<file path="src/hw/dec_cfg.svh">
// Sizing macros for the decode stage, included by every package and module that needs a width
`ifndef DEC_CFG_SVH
`define DEC_CFG_SVH

// ***********************************************************
// datapath
// ***********************************************************
`define DEC_XLEN 32  // data and pc width

// ***********************************************************
// storage
// ***********************************************************
`define DEC_IB_DEPTH 2  // instruction buffer entries

`define DEC_NUM_GPR 32  // integer registers, x0 included

`define DEC_REG_AW 5  // register address width

`endif

</file>
<file path="src/hw/dec_isa_pkg.sv">
// RV32I encodings used by decode; import wherever opcodes, ALU ops or instruction views are needed
package dec_isa_pkg;

  // ***********************************************************
  // major opcodes, low bits 11 included
  // ***********************************************************
  typedef enum logic [6:0] {
    opc_load   = 7'b0000011,
    opc_op_imm = 7'b0010011,
    opc_auipc  = 7'b0010111,
    opc_store  = 7'b0100011,
    opc_op     = 7'b0110011,
    opc_lui    = 7'b0110111,
    opc_branch = 7'b1100011,
    opc_jalr   = 7'b1100111,
    opc_jal    = 7'b1101111
  } opcode_e;

  typedef enum logic [2:0] {
    f3_add_sub = 3'b000,  // addi too
    f3_sll     = 3'b001,
    f3_slt     = 3'b010,
    f3_sltu    = 3'b011,
    f3_xor     = 3'b100,
    f3_srl_sra = 3'b101,
    f3_or      = 3'b110,
    f3_and     = 3'b111
  } funct3_alu_e;

  typedef enum logic [2:0] {
    f3_beq  = 3'b000,
    f3_bne  = 3'b001,
    f3_blt  = 3'b100,
    f3_bge  = 3'b101,
    f3_bltu = 3'b110,
    f3_bgeu = 3'b111
  } funct3_br_e;

  typedef enum logic [2:0] {
    f3_byte  = 3'b000,
    f3_half  = 3'b001,
    f3_word  = 3'b010,
    f3_byteu = 3'b100,  // loads only
    f3_halfu = 3'b101   // loads only
  } funct3_mem_e;

  typedef enum logic [6:0] {
    f7_base = 7'b0000000,
    f7_alt  = 7'b0100000  // sub, sra, srai
  } funct7_e;

  typedef enum logic [4:0] {
    alu_add, alu_sub, alu_sll, alu_slt, alu_sltu, alu_xor, alu_srl, alu_sra,
    alu_or, alu_and, alu_lui, alu_auipc, alu_jal, alu_jalr,
    alu_beq, alu_bne, alu_blt, alu_bge, alu_bltu, alu_bgeu,
    alu_load, alu_store
  } alu_op_e;

  typedef enum logic [2:0] {
    imm_none, imm_i, imm_s, imm_b, imm_u, imm_j
  } imm_fmt_e;

  // ***********************************************************
  // instruction word views, msb first
  // ***********************************************************
  typedef struct packed {
    logic [6:0] funct7;
    logic [4:0] rs2;
    logic [4:0] rs1;
    logic [2:0] funct3;
    logic [4:0] rd;
    logic [6:0] opcode;
  } r_fmt_t;

  typedef struct packed {
    logic [11:0] imm_11_0;
    logic [4:0]  rs1;
    logic [2:0]  funct3;
    logic [4:0]  rd;
    logic [6:0]  opcode;
  } i_fmt_t;

  typedef struct packed {
    logic [6:0] imm_11_5;
    logic [4:0] rs2;
    logic [4:0] rs1;
    logic [2:0] funct3;
    logic [4:0] imm_4_0;
    logic [6:0] opcode;
  } s_fmt_t;

  typedef struct packed {
    logic       imm_12;
    logic [5:0] imm_10_5;
    logic [4:0] rs2;
    logic [4:0] rs1;
    logic [2:0] funct3;
    logic [3:0] imm_4_1;
    logic       imm_11;
    logic [6:0] opcode;
  } b_fmt_t;

  typedef struct packed {
    logic [19:0] imm_31_12;
    logic [4:0]  rd;
    logic [6:0]  opcode;
  } u_fmt_t;

  typedef struct packed {
    logic       imm_20;
    logic [9:0] imm_10_1;
    logic       imm_11;
    logic [7:0] imm_19_12;
    logic [4:0] rd;
    logic [6:0] opcode;
  } j_fmt_t;

  typedef union packed {
    r_fmt_t r;
    i_fmt_t i;
    s_fmt_t s;
    b_fmt_t b;
    u_fmt_t u;
    j_fmt_t j;
  } instr_u;

endpackage

</file>
<file path="src/hw/dec_pipe_pkg.sv">
// Packets passed between fetch, decode, the register file and execute; import where a port uses one
`include "dec_cfg.svh"

package dec_pipe_pkg;

  // ***********************************************************
  // fetch side
  // ***********************************************************
  typedef struct packed {
    logic                 valid;  // fetch offers a word
    logic [`DEC_XLEN-1:0] instr;  // raw 32b word
    logic [`DEC_XLEN-1:0] pc;
  } fetch_pkt_t;

  // ***********************************************************
  // register file ports
  // ***********************************************************
  typedef struct packed {
    logic                   wen;
    logic [`DEC_REG_AW-1:0] waddr;  // x0 writes dropped
    logic [`DEC_XLEN-1:0]   wdata;
  } wb_pkt_t;

  typedef struct packed {
    logic [`DEC_REG_AW-1:0] rs1_addr;
    logic [`DEC_REG_AW-1:0] rs2_addr;
    logic                   rs1_en;  // off gives zero data
    logic                   rs2_en;
  } gpr_rd_t;

  // ***********************************************************
  // decode to execute
  // ***********************************************************
  typedef struct packed {
    logic                   valid;
    logic                   illegal;   // bad encoding, no writeback
    dec_isa_pkg::alu_op_e   op;
    logic [`DEC_REG_AW-1:0] rd;        // zero when rd_wen low
    logic                   rd_wen;
    logic [`DEC_XLEN-1:0]   rs1_data;
    logic [`DEC_XLEN-1:0]   rs2_data;
    logic [`DEC_XLEN-1:0]   immed;     // sign extended
    logic [`DEC_XLEN-1:0]   pc;
  } alu_pkt_t;

endpackage

</file>
<file path="src/hw/dec_ib.sv">
// Two-entry instruction buffer between fetch and decode; instantiated once in the decode top level
`timescale 1ns/100ps
`include "dec_cfg.svh"

module dec_ib (
  input  logic                     clk,
  input  logic                     reset,
  input  dec_pipe_pkg::fetch_pkt_t fetch,
  output logic                     ib_ready,
  input  logic                     ib_pop,
  output dec_pipe_pkg::fetch_pkt_t ib_head
);

  localparam int ptr_w = $clog2(`DEC_IB_DEPTH);
  localparam int cnt_w = $clog2(`DEC_IB_DEPTH + 1);

  logic [`DEC_XLEN-1:0] instr_q [`DEC_IB_DEPTH];  // payload, no reset
  logic [`DEC_XLEN-1:0] pc_q    [`DEC_IB_DEPTH];
  logic [ptr_w-1:0]     wr_ptr_q;
  logic [ptr_w-1:0]     rd_ptr_q;
  logic [cnt_w-1:0]     count_q;
  logic                 empty;
  logic                 push;
  logic                 pop;

  assign empty    = (count_q == '0);
  assign pop      = ib_pop & ~empty;
  // full buffer still takes a word when the head leaves this cycle
  assign ib_ready = (count_q < cnt_w'(`DEC_IB_DEPTH)) | pop;
  assign push     = fetch.valid & ib_ready;

  // ***********************************************************
  // storage
  // ***********************************************************
  always_ff @(posedge clk) begin
    if (push) begin
      instr_q[wr_ptr_q] <= fetch.instr;
      pc_q[wr_ptr_q]    <= fetch.pc;
    end
  end

  // ***********************************************************
  // pointers and occupancy
  // ***********************************************************
  always_ff @(posedge clk) begin
    if (reset) begin
      wr_ptr_q <= '0;
      rd_ptr_q <= '0;
      count_q  <= '0;
    end else begin
      if (push) begin
        wr_ptr_q <= (wr_ptr_q == ptr_w'(`DEC_IB_DEPTH - 1)) ? '0 : wr_ptr_q + 1'b1;  // wrap
      end
      if (pop) begin
        rd_ptr_q <= (rd_ptr_q == ptr_w'(`DEC_IB_DEPTH - 1)) ? '0 : rd_ptr_q + 1'b1;
      end
      case ({push, pop})
        2'b10:   count_q <= count_q + 1'b1;
        2'b01:   count_q <= count_q - 1'b1;
        default: count_q <= count_q;  // both or neither
      endcase
    end
  end

  assign ib_head.valid = ~empty;  // head is oldest entry
  assign ib_head.instr = instr_q[rd_ptr_q];
  assign ib_head.pc    = pc_q[rd_ptr_q];

endmodule

</file>
<file path="src/hw/dec_decode_ctl.sv">
// Decode control for the head instruction; owns the packet register toward execute and the stall
`timescale 1ns/100ps
`include "dec_cfg.svh"

module dec_decode_ctl (
  input  logic                     clk,
  input  logic                     reset,
  input  dec_pipe_pkg::fetch_pkt_t ib_head,
  output logic                     ib_pop,
  output dec_pipe_pkg::gpr_rd_t    gpr_rd,
  input  logic [`DEC_XLEN-1:0]     rs1_data,
  input  logic [`DEC_XLEN-1:0]     rs2_data,
  output dec_isa_pkg::instr_u      head_instr,
  output dec_isa_pkg::imm_fmt_e    imm_fmt,
  input  logic [`DEC_XLEN-1:0]     immed,
  input  logic                     exu_stall,
  output dec_pipe_pkg::alu_pkt_t   dec_pkt
);

  import dec_isa_pkg::*;
  import dec_pipe_pkg::*;

  instr_u   word;         // head seen through the format views
  alu_op_e  op_dec;
  imm_fmt_e fmt_dec;
  logic     rs1_en_dec;
  logic     rs2_en_dec;
  logic     rd_wen_dec;
  logic     legal_dec;    // opcode and funct fields valid
  logic     illegal;
  logic     f7_base_hit;
  logic     f7_alt_hit;
  logic     load;         // packet register takes the head
  alu_pkt_t next_pkt;

  assign word        = ib_head.instr;
  assign head_instr  = word;
  assign f7_base_hit = (word.r.funct7 == f7_base);
  assign f7_alt_hit  = (word.r.funct7 == f7_alt);

  // ***********************************************************
  // opcode and funct decode
  // ***********************************************************
  always_comb begin
    op_dec     = alu_add;
    fmt_dec    = imm_none;
    rs1_en_dec = 1'b0;
    rs2_en_dec = 1'b0;
    rd_wen_dec = 1'b0;
    legal_dec  = 1'b1;
    case (word.r.opcode)
      opc_lui: begin
        op_dec     = alu_lui;
        fmt_dec    = imm_u;
        rd_wen_dec = 1'b1;
      end
      opc_auipc: begin
        op_dec     = alu_auipc;
        fmt_dec    = imm_u;
        rd_wen_dec = 1'b1;
      end
      opc_jal: begin
        op_dec     = alu_jal;
        fmt_dec    = imm_j;
        rd_wen_dec = 1'b1;
      end
      opc_jalr: begin
        op_dec     = alu_jalr;
        fmt_dec    = imm_i;
        rs1_en_dec = 1'b1;
        rd_wen_dec = 1'b1;
        legal_dec  = (word.i.funct3 == 3'b000);  // only funct3 0
      end
      opc_branch: begin
        fmt_dec    = imm_b;
        rs1_en_dec = 1'b1;
        rs2_en_dec = 1'b1;
        case (word.b.funct3)
          f3_beq:  op_dec = alu_beq;
          f3_bne:  op_dec = alu_bne;
          f3_blt:  op_dec = alu_blt;
          f3_bge:  op_dec = alu_bge;
          f3_bltu: op_dec = alu_bltu;
          f3_bgeu: op_dec = alu_bgeu;
          default: legal_dec = 1'b0;  // 010, 011 reserved
        endcase
      end
      opc_load: begin
        op_dec     = alu_load;
        fmt_dec    = imm_i;
        rs1_en_dec = 1'b1;
        rd_wen_dec = 1'b1;
        legal_dec  = (word.i.funct3 inside {f3_byte, f3_half, f3_word, f3_byteu, f3_halfu});
      end
      opc_store: begin
        op_dec     = alu_store;
        fmt_dec    = imm_s;
        rs1_en_dec = 1'b1;
        rs2_en_dec = 1'b1;
        legal_dec  = (word.s.funct3 inside {f3_byte, f3_half, f3_word});  // no unsigned
      end
      opc_op_imm: begin
        fmt_dec    = imm_i;
        rs1_en_dec = 1'b1;
        rd_wen_dec = 1'b1;
        case (word.i.funct3)
          f3_add_sub: op_dec = alu_add;
          f3_slt:     op_dec = alu_slt;
          f3_sltu:    op_dec = alu_sltu;
          f3_xor:     op_dec = alu_xor;
          f3_or:      op_dec = alu_or;
          f3_and:     op_dec = alu_and;
          f3_sll: begin
            op_dec    = alu_sll;
            legal_dec = f7_base_hit;  // shamt upper bits zero
          end
          default: begin
            op_dec    = f7_alt_hit ? alu_sra : alu_srl;
            legal_dec = f7_base_hit | f7_alt_hit;
          end
        endcase
      end
      opc_op: begin
        rs1_en_dec = 1'b1;
        rs2_en_dec = 1'b1;
        rd_wen_dec = 1'b1;
        case (word.r.funct3)
          f3_add_sub: op_dec = f7_alt_hit ? alu_sub : alu_add;
          f3_sll:     op_dec = alu_sll;
          f3_slt:     op_dec = alu_slt;
          f3_sltu:    op_dec = alu_sltu;
          f3_xor:     op_dec = alu_xor;
          f3_or:      op_dec = alu_or;
          f3_and:     op_dec = alu_and;
          default:    op_dec = f7_alt_hit ? alu_sra : alu_srl;
        endcase
        // alternate funct7 only for sub and sra
        legal_dec = f7_base_hit |
                    (f7_alt_hit & (word.r.funct3 inside {f3_add_sub, f3_srl_sra}));
      end
      default: legal_dec = 1'b0;  // unlisted opcode
    endcase
  end

  assign illegal = ~legal_dec | (word.r.opcode[1:0] != 2'b11);

  // ***********************************************************
  // operand requests, illegal words read nothing
  // ***********************************************************
  assign gpr_rd.rs1_addr = word.r.rs1;
  assign gpr_rd.rs2_addr = word.r.rs2;
  assign gpr_rd.rs1_en   = ib_head.valid & rs1_en_dec & ~illegal;
  assign gpr_rd.rs2_en   = ib_head.valid & rs2_en_dec & ~illegal;
  assign imm_fmt         = illegal ? imm_none : fmt_dec;

  always_comb begin
    next_pkt          = '0;
    next_pkt.valid    = 1'b1;
    next_pkt.illegal  = illegal;
    next_pkt.op       = illegal ? alu_add : op_dec;
    next_pkt.rd_wen   = rd_wen_dec & ~illegal;
    next_pkt.rd       = next_pkt.rd_wen ? word.r.rd : '0;  // no target, no rd
    next_pkt.rs1_data = rs1_data;
    next_pkt.rs2_data = rs2_data;
    next_pkt.immed    = immed;
    next_pkt.pc       = ib_head.pc;
  end

  // ***********************************************************
  // packet register and stall
  // ***********************************************************
  assign load   = ib_head.valid & (~dec_pkt.valid | ~exu_stall);  // empty or draining
  assign ib_pop = load;

  always_ff @(posedge clk) begin
    if (reset) begin
      dec_pkt.valid <= 1'b0;
    end else if (load) begin
      dec_pkt <= next_pkt;
    end else if (!exu_stall) begin
      dec_pkt.valid <= 1'b0;  // drained, nothing behind
    end
  end

endmodule

</file>
<file path="src/hw/dec_imm_gen.sv">
// Immediate extraction and sign extension for RV32I formats; driven by the decode control module
`timescale 1ns/100ps
`include "dec_cfg.svh"

module dec_imm_gen (
  input  dec_isa_pkg::instr_u   instr,
  input  dec_isa_pkg::imm_fmt_e imm_fmt,
  output logic [`DEC_XLEN-1:0]  immed
);

  import dec_isa_pkg::*;

  // ***********************************************************
  // format select, sign always from bit 31
  // ***********************************************************
  always_comb begin
    case (imm_fmt)
      imm_i: begin
        immed = {{(`DEC_XLEN - 12){instr.i.imm_11_0[11]}}, instr.i.imm_11_0};
      end
      imm_s: begin
        immed = {{(`DEC_XLEN - 12){instr.s.imm_11_5[6]}},
                 instr.s.imm_11_5,
                 instr.s.imm_4_0};
      end
      imm_b: begin  // halfword offset, bit 0 zero
        immed = {{(`DEC_XLEN - 13){instr.b.imm_12}},
                 instr.b.imm_12,
                 instr.b.imm_11,
                 instr.b.imm_10_5,
                 instr.b.imm_4_1,
                 1'b0};
      end
      imm_u: begin  // upper 20, low 12 zero
        immed = {instr.u.imm_31_12, 12'b0};
      end
      imm_j: begin  // jal offset, bit 0 zero
        immed = {{(`DEC_XLEN - 21){instr.j.imm_20}},
                 instr.j.imm_20,
                 instr.j.imm_19_12,
                 instr.j.imm_11,
                 instr.j.imm_10_1,
                 1'b0};
      end
      default: begin
        immed = '0;  // none or unused code
      end
    endcase
  end

endmodule

</file>
<file path="src/hw/dec_gpr.sv">
// Integer register file with x0 hardwired and writeback forwarding; read by the decode control
`timescale 1ns/100ps
`include "dec_cfg.svh"

module dec_gpr (
  input  logic                  clk,
  input  logic                  reset,
  input  dec_pipe_pkg::gpr_rd_t gpr_rd,
  input  dec_pipe_pkg::wb_pkt_t wb,
  output logic [`DEC_XLEN-1:0]  rs1_data,
  output logic [`DEC_XLEN-1:0]  rs2_data
);

  logic [`DEC_XLEN-1:0] gpr_q [1:`DEC_NUM_GPR-1];  // x0 has no storage

  // ***********************************************************
  // write port
  // ***********************************************************
  always_ff @(posedge clk) begin
    if (reset) begin
      for (int i = 1; i < `DEC_NUM_GPR; i++) begin
        gpr_q[i] <= '0;
      end
    end else if (wb.wen && (wb.waddr != '0)) begin
      gpr_q[wb.waddr] <= wb.wdata;
    end
  end

  // one read port, same-cycle write wins over the array
  function automatic logic [`DEC_XLEN-1:0] read_port(
    input logic [`DEC_REG_AW-1:0] addr,
    input logic                   en
  );
    logic [`DEC_XLEN-1:0] data;
    data = '0;  // disabled or x0
    if (en && (addr != '0)) begin
      if (wb.wen && (wb.waddr == addr)) begin
        data = wb.wdata;
      end else begin
        data = gpr_q[addr];
      end
    end
    return data;
  endfunction

  always_comb begin
    rs1_data = read_port(gpr_rd.rs1_addr, gpr_rd.rs1_en);
    rs2_data = read_port(gpr_rd.rs2_addr, gpr_rd.rs2_en);
  end

endmodule

</file>
<file path="src/hw/dec_top.sv">
// Decode stage top level; the testbench instantiates this between its fetch and execute models
`timescale 1ns/100ps
`include "dec_cfg.svh"

module dec_top (
  input  logic                     clk,
  input  logic                     reset,
  input  dec_pipe_pkg::fetch_pkt_t fetch,
  output logic                     ib_ready,
  input  logic                     exu_stall,
  input  dec_pipe_pkg::wb_pkt_t    wb,
  output dec_pipe_pkg::alu_pkt_t   dec_pkt
);

  import dec_isa_pkg::*;
  import dec_pipe_pkg::*;

  fetch_pkt_t           ib_head;     // buffer head
  logic                 ib_pop;
  gpr_rd_t              gpr_rd;
  logic [`DEC_XLEN-1:0] rs1_data;
  logic [`DEC_XLEN-1:0] rs2_data;
  instr_u               head_instr;  // to immediate unit
  imm_fmt_e             imm_fmt;
  logic [`DEC_XLEN-1:0] immed;

  // ***********************************************************
  // stage blocks
  // ***********************************************************
  dec_ib ib_i (.clk, .reset, .fetch, .ib_ready, .ib_pop, .ib_head);

  dec_decode_ctl decode_i (
    .clk, .reset, .ib_head, .ib_pop, .gpr_rd, .rs1_data, .rs2_data,
    .head_instr, .imm_fmt, .immed, .exu_stall, .dec_pkt
  );

  dec_imm_gen imm_i (.instr(head_instr), .imm_fmt, .immed);

  dec_gpr gpr_i (.clk, .reset, .gpr_rd, .wb, .rs1_data, .rs2_data);

endmodule

</file>
<file path="config.mk">
export PLATFORM = sky130hd
export DESIGN_NAME = dec_top
export DESIGN_NICKNAME = d
export VERILOG_FILES = /design/src/hw/dec_isa_pkg.sv /design/src/hw/dec_pipe_pkg.sv /design/src/hw/dec_ib.sv /design/src/hw/dec_decode_ctl.sv /design/src/hw/dec_imm_gen.sv /design/src/hw/dec_gpr.sv /design/src/hw/dec_top.sv
export VERILOG_INCLUDE_DIRS = /design/src /design/src/hw
export SDC_FILE = /design/constraint.sdc
export NUM_CORES = 2
export LEC_CHECK = 0
export ABC_AREA = 1
export ABC_CLOCK_PERIOD_IN_PS = 13300
export CELL_PAD_IN_SITES_DETAIL_PLACEMENT = 0
export CELL_PAD_IN_SITES_GLOBAL_PLACEMENT = 1
export CORE_ASPECT_RATIO = 2
export CORE_MARGIN = 2
export CORE_UTILIZATION = 45
export DETAILED_ROUTE_END_ITERATION = 10
export DONT_BUFFER_PORTS = 1
export PLACE_DENSITY_LB_ADDON = 0.05
export SLEW_MARGIN = 20
export SYNTH_ARGS = -nofsm -noshare
export SYNTH_HDL_FRONTEND = slang
export SYNTH_SLANG_ARGS = --single-unit
</file>
<file path="constraint.sdc">
create_clock -name clk -period 13.3 [get_ports clk]
set_clock_uncertainty 0.15 [all_clocks]
set_input_delay 3.325 -clock clk [delete_from_list [all_inputs] [get_ports clk]]
set_output_delay 3.325 -clock clk [all_outputs]
set_load 0.02 [all_outputs]
</file>
-- Yosys cells after proc, flatten, opt, wreduce, memory -nomap -nowiden
Memories as Yosys holds them, arrays and structs flattened. A register that Yosys moved wholly into a read port is not among the register bits.
Cells that the tools add are included.
Widths: inputs -> output; s select.
- bits in writable memories: 1120
- latch bits: 0
- logic and storage cells: 120
- output and inout port bits: 142
- register bits after elaboration: 49
- bits of input ports: 106
- ROM bits: 0
- memories: 3
- reductions and logical operators: 25
- bitwise operators: 20
- shift operators: 0
- muxes and demuxes: 32
- $mul: 0
- eq/ne operators: 26
- $add $sub $neg: 4
- $lt $le $gt $ge: 1
- divide/modulo/power cells: 0
- memory list (memory ; words ; bits a word ; read ports ; clocked after memory_dff ; write ports ; RTL line ; RTL):
    gpr_i.gpr_q ; 31 ; 32 ; 2 ; 2 ; 31 ; dec_gpr.sv:14 ; logic [`DEC_XLEN-1:0] gpr_q [1:`DEC_NUM_GPR-1];
    ib_i.instr_q ; 2 ; 32 ; 1 ; 1 ; 1 ; dec_ib.sv:17 ; logic [`DEC_XLEN-1:0] instr_q [`DEC_IB_DEPTH];
    ib_i.pc_q ; 2 ; 32 ; 1 ; 1 ; 1 ; dec_ib.sv:18 ; logic [`DEC_XLEN-1:0] pc_q [`DEC_IB_DEPTH];
- operators with widths (kind ; count):
    $pmux 32 s5 ; 1
    $pmux 5 s7 ; 2
    $pmux 5 s9 ; 1
    $mux 32 ; 1
    $reduce_or 32->1 ; 1
    $pmux 5 s6 ; 1
    $eq 7x6->1 const B ; 4
    $eq 7x7->1 const B ; 3
    $mux 1 ; 20
    $reduce_bool 5->1 ; 4
    $eq 3x3->1 const B ; 6
    $reduce_or 6->1 ; 3
    $pmux 3 s5 ; 1
    $eq 7x5->1 const B ; 2
    $eq 3x2->1 const B ; 4
    $and 1x1->1 ; 9
    $reduce_or 3->1 ; 3
    $eq 7x2->1 const B ; 1
    $logic_not 7->1 ; 1
    $pmux 1 s7 ; 1
    $reduce_or 7->1 ; 1
    $eq 3x1->1 const B ; 2
    $not 1->1 ; 6
    $mux 5 ; 1
    20 further kinds ; 29

-- Logic depth before layout (Yosys ltp)
- depth after elaboration: 11
- gate-level depth with buffers: 18
- depth with buffers taken out: 14

-- Modules after synthesis
Synthesis repeated with hierarchy kept, for this count alone.
- cell total of the unflattened synthesis: 8210
- area, all modules: 69574.2 sq um
- by module, submodules not included (module ; cells each ; sequential area each (sq um) ; times used ; area each (sq um)):
    dec_gpr ; 7576 ; 30749.5 ; 1 ; 58836.4
    dec_decode_ctl ; 312 ; 4224.1 ; 1 ; 5166.2
    dec_ib ; 230 ; 3943.8 ; 1 ; 5116.2
    dec_imm_gen ; 92 ; 0.0 ; 1 ; 455.4

-- Worst setup path before layout
OpenSTA, ideal clock, no wires.
- kind: input port to flip-flop
- start: input reset
- end: register, netlist name decode_i.dec_pkt[0]
- data required time: 12337 ps
- stages on the path: 1
- arrival time: 12978 ps
- library setup time: 813 ps
- path buffers: 0
- slack: -641 ps
- cells stage by stage: nor3_1
- word-level cells in the longest chain between the ends: 2
- RTL lines (element ; RTL line ; RTL):
    start: declaration ; dec_top.sv:7 ; input logic reset,
    $not 1->1 (no line) ; -- ;
    $reduce_and 2->1 (no line) ; -- ;
No other way between the ends.
A chain may end at the register's enable or synchronous reset.

-- Final worst setup path
- start: input exu_stall
- end: output ib_ready
- word-level cells in the longest chain between the ends: 5
- RTL lines (element ; RTL line ; RTL):
    start: declaration ; dec_top.sv:10 ; input logic exu_stall,
    $not 1->1 ; dec_decode_ctl.sv:172 ; assign load = ib_head.valid & (~dec_pkt.valid | ~exu_stall);
    $or 1x1->1 ; dec_decode_ctl.sv:172 ;
    $and 1x1->1 ; dec_decode_ctl.sv:172 ;
    $and 1x1->1 ; dec_ib.sv:27 ; assign pop = ib_pop & ~empty;
    $or 1x1->1 ; dec_ib.sv:29 ; assign ib_ready = (count_q < cnt_w'(`DEC_IB_DEPTH)) | pop;
    end: declaration ; dec_top.sv:9 ; output logic ib_ready,
No other way between the ends.

==> impl_metrics.json <==
{
  "status": "completed",
  "finalCriticalPeriod_ns": 7.19,
  "crit_start": "exu_stall",
  "tightest_slew_ns": 1.16,
  "finalSetupViolations": 0,
  "cellPowerDensity_nw_per_um2": 204,
  "leakage_nw": 28.0,
  "synthTopCellsByArea": "edfxtp_1 58%, nor2_1 8.6%, nand2_1 8.3%",
  "gp_congestion": 0.872,
  "async_flop_share_pct": 0,
  "cts_buffers": 120,
  "hold_path.class": "reg -> reg",
  "nets": 7415,
  "drc": 0,
  "synth_ff_type": "edfxtp_1",
  "htreeDepth": 3,
  "grt_pass1_wl_mm": 358,
  "core_area_sq_um": 148000,
  "antenna_found_initial": 4,
  "hold_viol_final": 0,
  "fp.dieW_microns": 277,
  "min_from": "ib_i.count_q[1]",
  "cts_resized": 0,
  "power_mw": 14.7,
  "fmax_mhz": 139,
  "relSlewSlack_pct": 22.6,
  "slew_viol_final": 0,
  "postSynthCellCount": 7695,
  "initial_utilization_pct": 45.4,
  "p_seq_share_pct": 34.8,
  "drtIter0Drc": 5048,
  "rsz0062_at_grt": "false",
  "synth_cell_types": 43,
  "insertion_delay_ns": 0.74,
  "syn2layout_area_growth_pct": 7.45,
  "clkPwrFrac_pct": 24.5,
  "ys_seq_area_share_pct": 57.8,
  "cts_setup_buffers": 0,
  "totalWireLength_mm": 250,
  "grt-ovfl-total": 0,
  "final_layout_size_suffix_gt1_share_pct": 5.51,
  "fin_crit_sh_pct": 54.1,
  "synth_edf_count": 1292,
  "critPathLaunchType": "input port",
  "track_usage_pct": 32.1,
  "ant_nets": 0,
  "vias_per_cell": 5.90,
  "first_pass_iters": 6,
  "wl_met3_mm": 18.0,
  "maxCapViolCount": 0,
  "switching_power_mw": 6.45,
  "port-buffer-count": 0,
  "nFillCells": 14018,
  "path_max_fanout": 3,
  "post_drt_wl_per_cell_microns": 26.8,
  "peakVddDrop_mv": 0.215,
  "critPathArrivalTime_ns": 3.71,
  "hold_buffers": 0,
  "ys_seq_elements": 1298,
  "dieArea_sq_um": 153000,
  "root_buffer": "clkbuf_16",
  "swShare_pct": 43.7,
  "dpl.hpwl_mm": 156,
  "synth_common_cells": "1550 x nor2_1, 1484 x nand2_1, 1292 x edfxtp_1, 683 x nand3_1, 612 x inv_1",
  "cts_tree": "done",
  "tns_ns": 0,
  "dr.max_layer_used": "met4",
  "synth.most_common_cell": "nor2_1",
  "clkTransAtPathRegs_ns": 0.06,
  "internal_power_mw": 8.30,
  "fp.dieH_microns": 551,
  "critPathKind": "in -> out",
  "grt_max_degree": 205,
  "avgSynthCellArea_sq_um": 8.75,
  "yosys.area.top_type": "edfxtp_1",
  "crit_path_end_kind": "output pin",
  "fp-row-count": 200,
  "clock_sinks": 1298,
  "cp.required_ns": 9.82,
  "syn-cell-area_sq_um": 67300,
  "io_pins": 248,
  "via_count": 55061,
  "comb_power_share_pct": 40.7,
  "cts.path.max_buffers": 3,
  "route.met2.wl_mm": 129,
  "yosysWarnings": 0,
  "synth_top_cell_area_share_pct": 57.6,
  "grt_pass1_vias": 53150,
  "m1WireLength_mm": 90.6
}
[kinds of logic (layout without fill, tap and decap cells)]
kind of cell               count (synthesis)  count (layout)  synth area share (%)
xor gates and xnor gates                   5               5                0.0651
buffers and inverters                   1282             966                  7.55
muxes                                      5               5                0.0744
adders and majority gates                  1               1                0.0186
and+or+nand+nor                         3855            3855                  23.3
DFF                                     1298            1298                  57.8
AOI/OAI and AO/OA                       1248            1248                  11.2
other                                      1              34               0.00557
[placed cells by master, fill, tap and decap left out, drive strengths merged]
| master | Yosys | routed |
|---|---|---|
| nand2 | 1488 | 1488 |
| and3 | 1 | 1 |
| o22ai | 4 | 4 |
| buf | 224 | 115 |
| or2 | 6 | 6 |
| clkbuf | 431 | 149 |
| nor3 | 18 | 18 |
| inv | 626 | 623 |
| dfxtp | 6 | 6 |
| nand4 | 97 | 97 |
| conb | 1 | 32 |
| clkinvlp | 0 | 5 |
| nand3b | 1 | 1 |
| nor2 | 1558 | 1558 |
| ha | 1 | 1 |
| o21ai | 549 | 549 |
| o31ai | 2 | 2 |
| o21a | 2 | 2 |
| nand3 | 686 | 686 |
| diode | 0 | 2 |
| o221ai | 1 | 1 |
| o211ai | 486 | 486 |
| mux2i | 5 | 5 |
| a21oi | 200 | 200 |
| clkinv | 1 | 59 |
| o21bai | 2 | 2 |
| edfxtp | 1292 | 1292 |
| xor2 | 5 | 5 |
| a211oi | 1 | 1 |
| a31oi | 1 | 1 |
| bufinv | 0 | 15 |
[final cells by class]
class / count / area, sq um / area share [%]
Tap cell: 1919 / 2400 / 3.32
Antenna cell: 2 / 5.00 / 0.00692
Timing Repair Buffer: 115 / 938 / 1.30
Inverter: 627 / 2380 / 3.30
Clock inverter: 75 / 766 / 1.06
Clock buffer: 149 / 3260 / 4.50
Multi-Input combinational cell: 5146 / 23700 / 32.7
Sequential cell: 1298 / 38900 / 53.8
[flip-flops by register name (all words and copies together) (netlist names), named ones only]
register	count
gpr_i.gpr_q	1024
decode_i.dec_pkt	141
ib_i.instr_q	64
ib_i.pc_q	64
ib_i.count_q	2
ib_i.rd_ptr_q	1
ib_i.wr_ptr_q	1
[worst max-delay path, cell delays in order]
cell	delay (ns)
nand2_1	0.05
inv_1	0.14
nand2_1	0.20
[metal layers]
layer  vias up  track usage (%)
met5         -                0
met1     26851             37.7
met4         0             14.6
met3       526             4.05
li1      25153                -
met2      2531             58.4
[final timing paths]
path / slack, ns / end / cells after the start
min: 0.35 / ib_i.count_q[1] / 2
max reg2reg: 7.19 / decode_i.dec_pkt[121] / 13
max: 6.11 / ib_ready / 3
min reg2reg: 0.35 / ib_i.count_q[1] / 2
[per-stage QoR]
stage	cell area (sq um)	cells	utilization [%]	setup WS (ns)	hold slack (ns)
detailed placement	68300	9105	46.0	6.11	0.343
CTS	72300	9329	48.7	6.10	0.355
finish	72300	9331	48.7	6.11	0.354
floorplan	67400	7726	-	3.78	0.302
global placement	68300	9105	46.0	6.09	0.328
global route	72300	9330	48.7	6.06	0.391
[power groups by stage]
| stage | Combinational [mW] | Clock (mW) | Sequential [mW] |
|---|---|---|---|
| 2_1_floorplan | 3.69 | 0 | 5.17 |
| 6_report | 6.00 | 3.62 | 5.13 |
| 3_3_place_gp | 5.87 | 0 | 5.22 |
| 5_1_grt | 6.43 | 3.80 | 5.16 |
| 4_1_cts | 5.91 | 3.66 | 5.14 |
| 3_5_place_dp | 5.89 | 0 | 5.22 |
No activity file was read; power rests on OpenSTA's default activity.
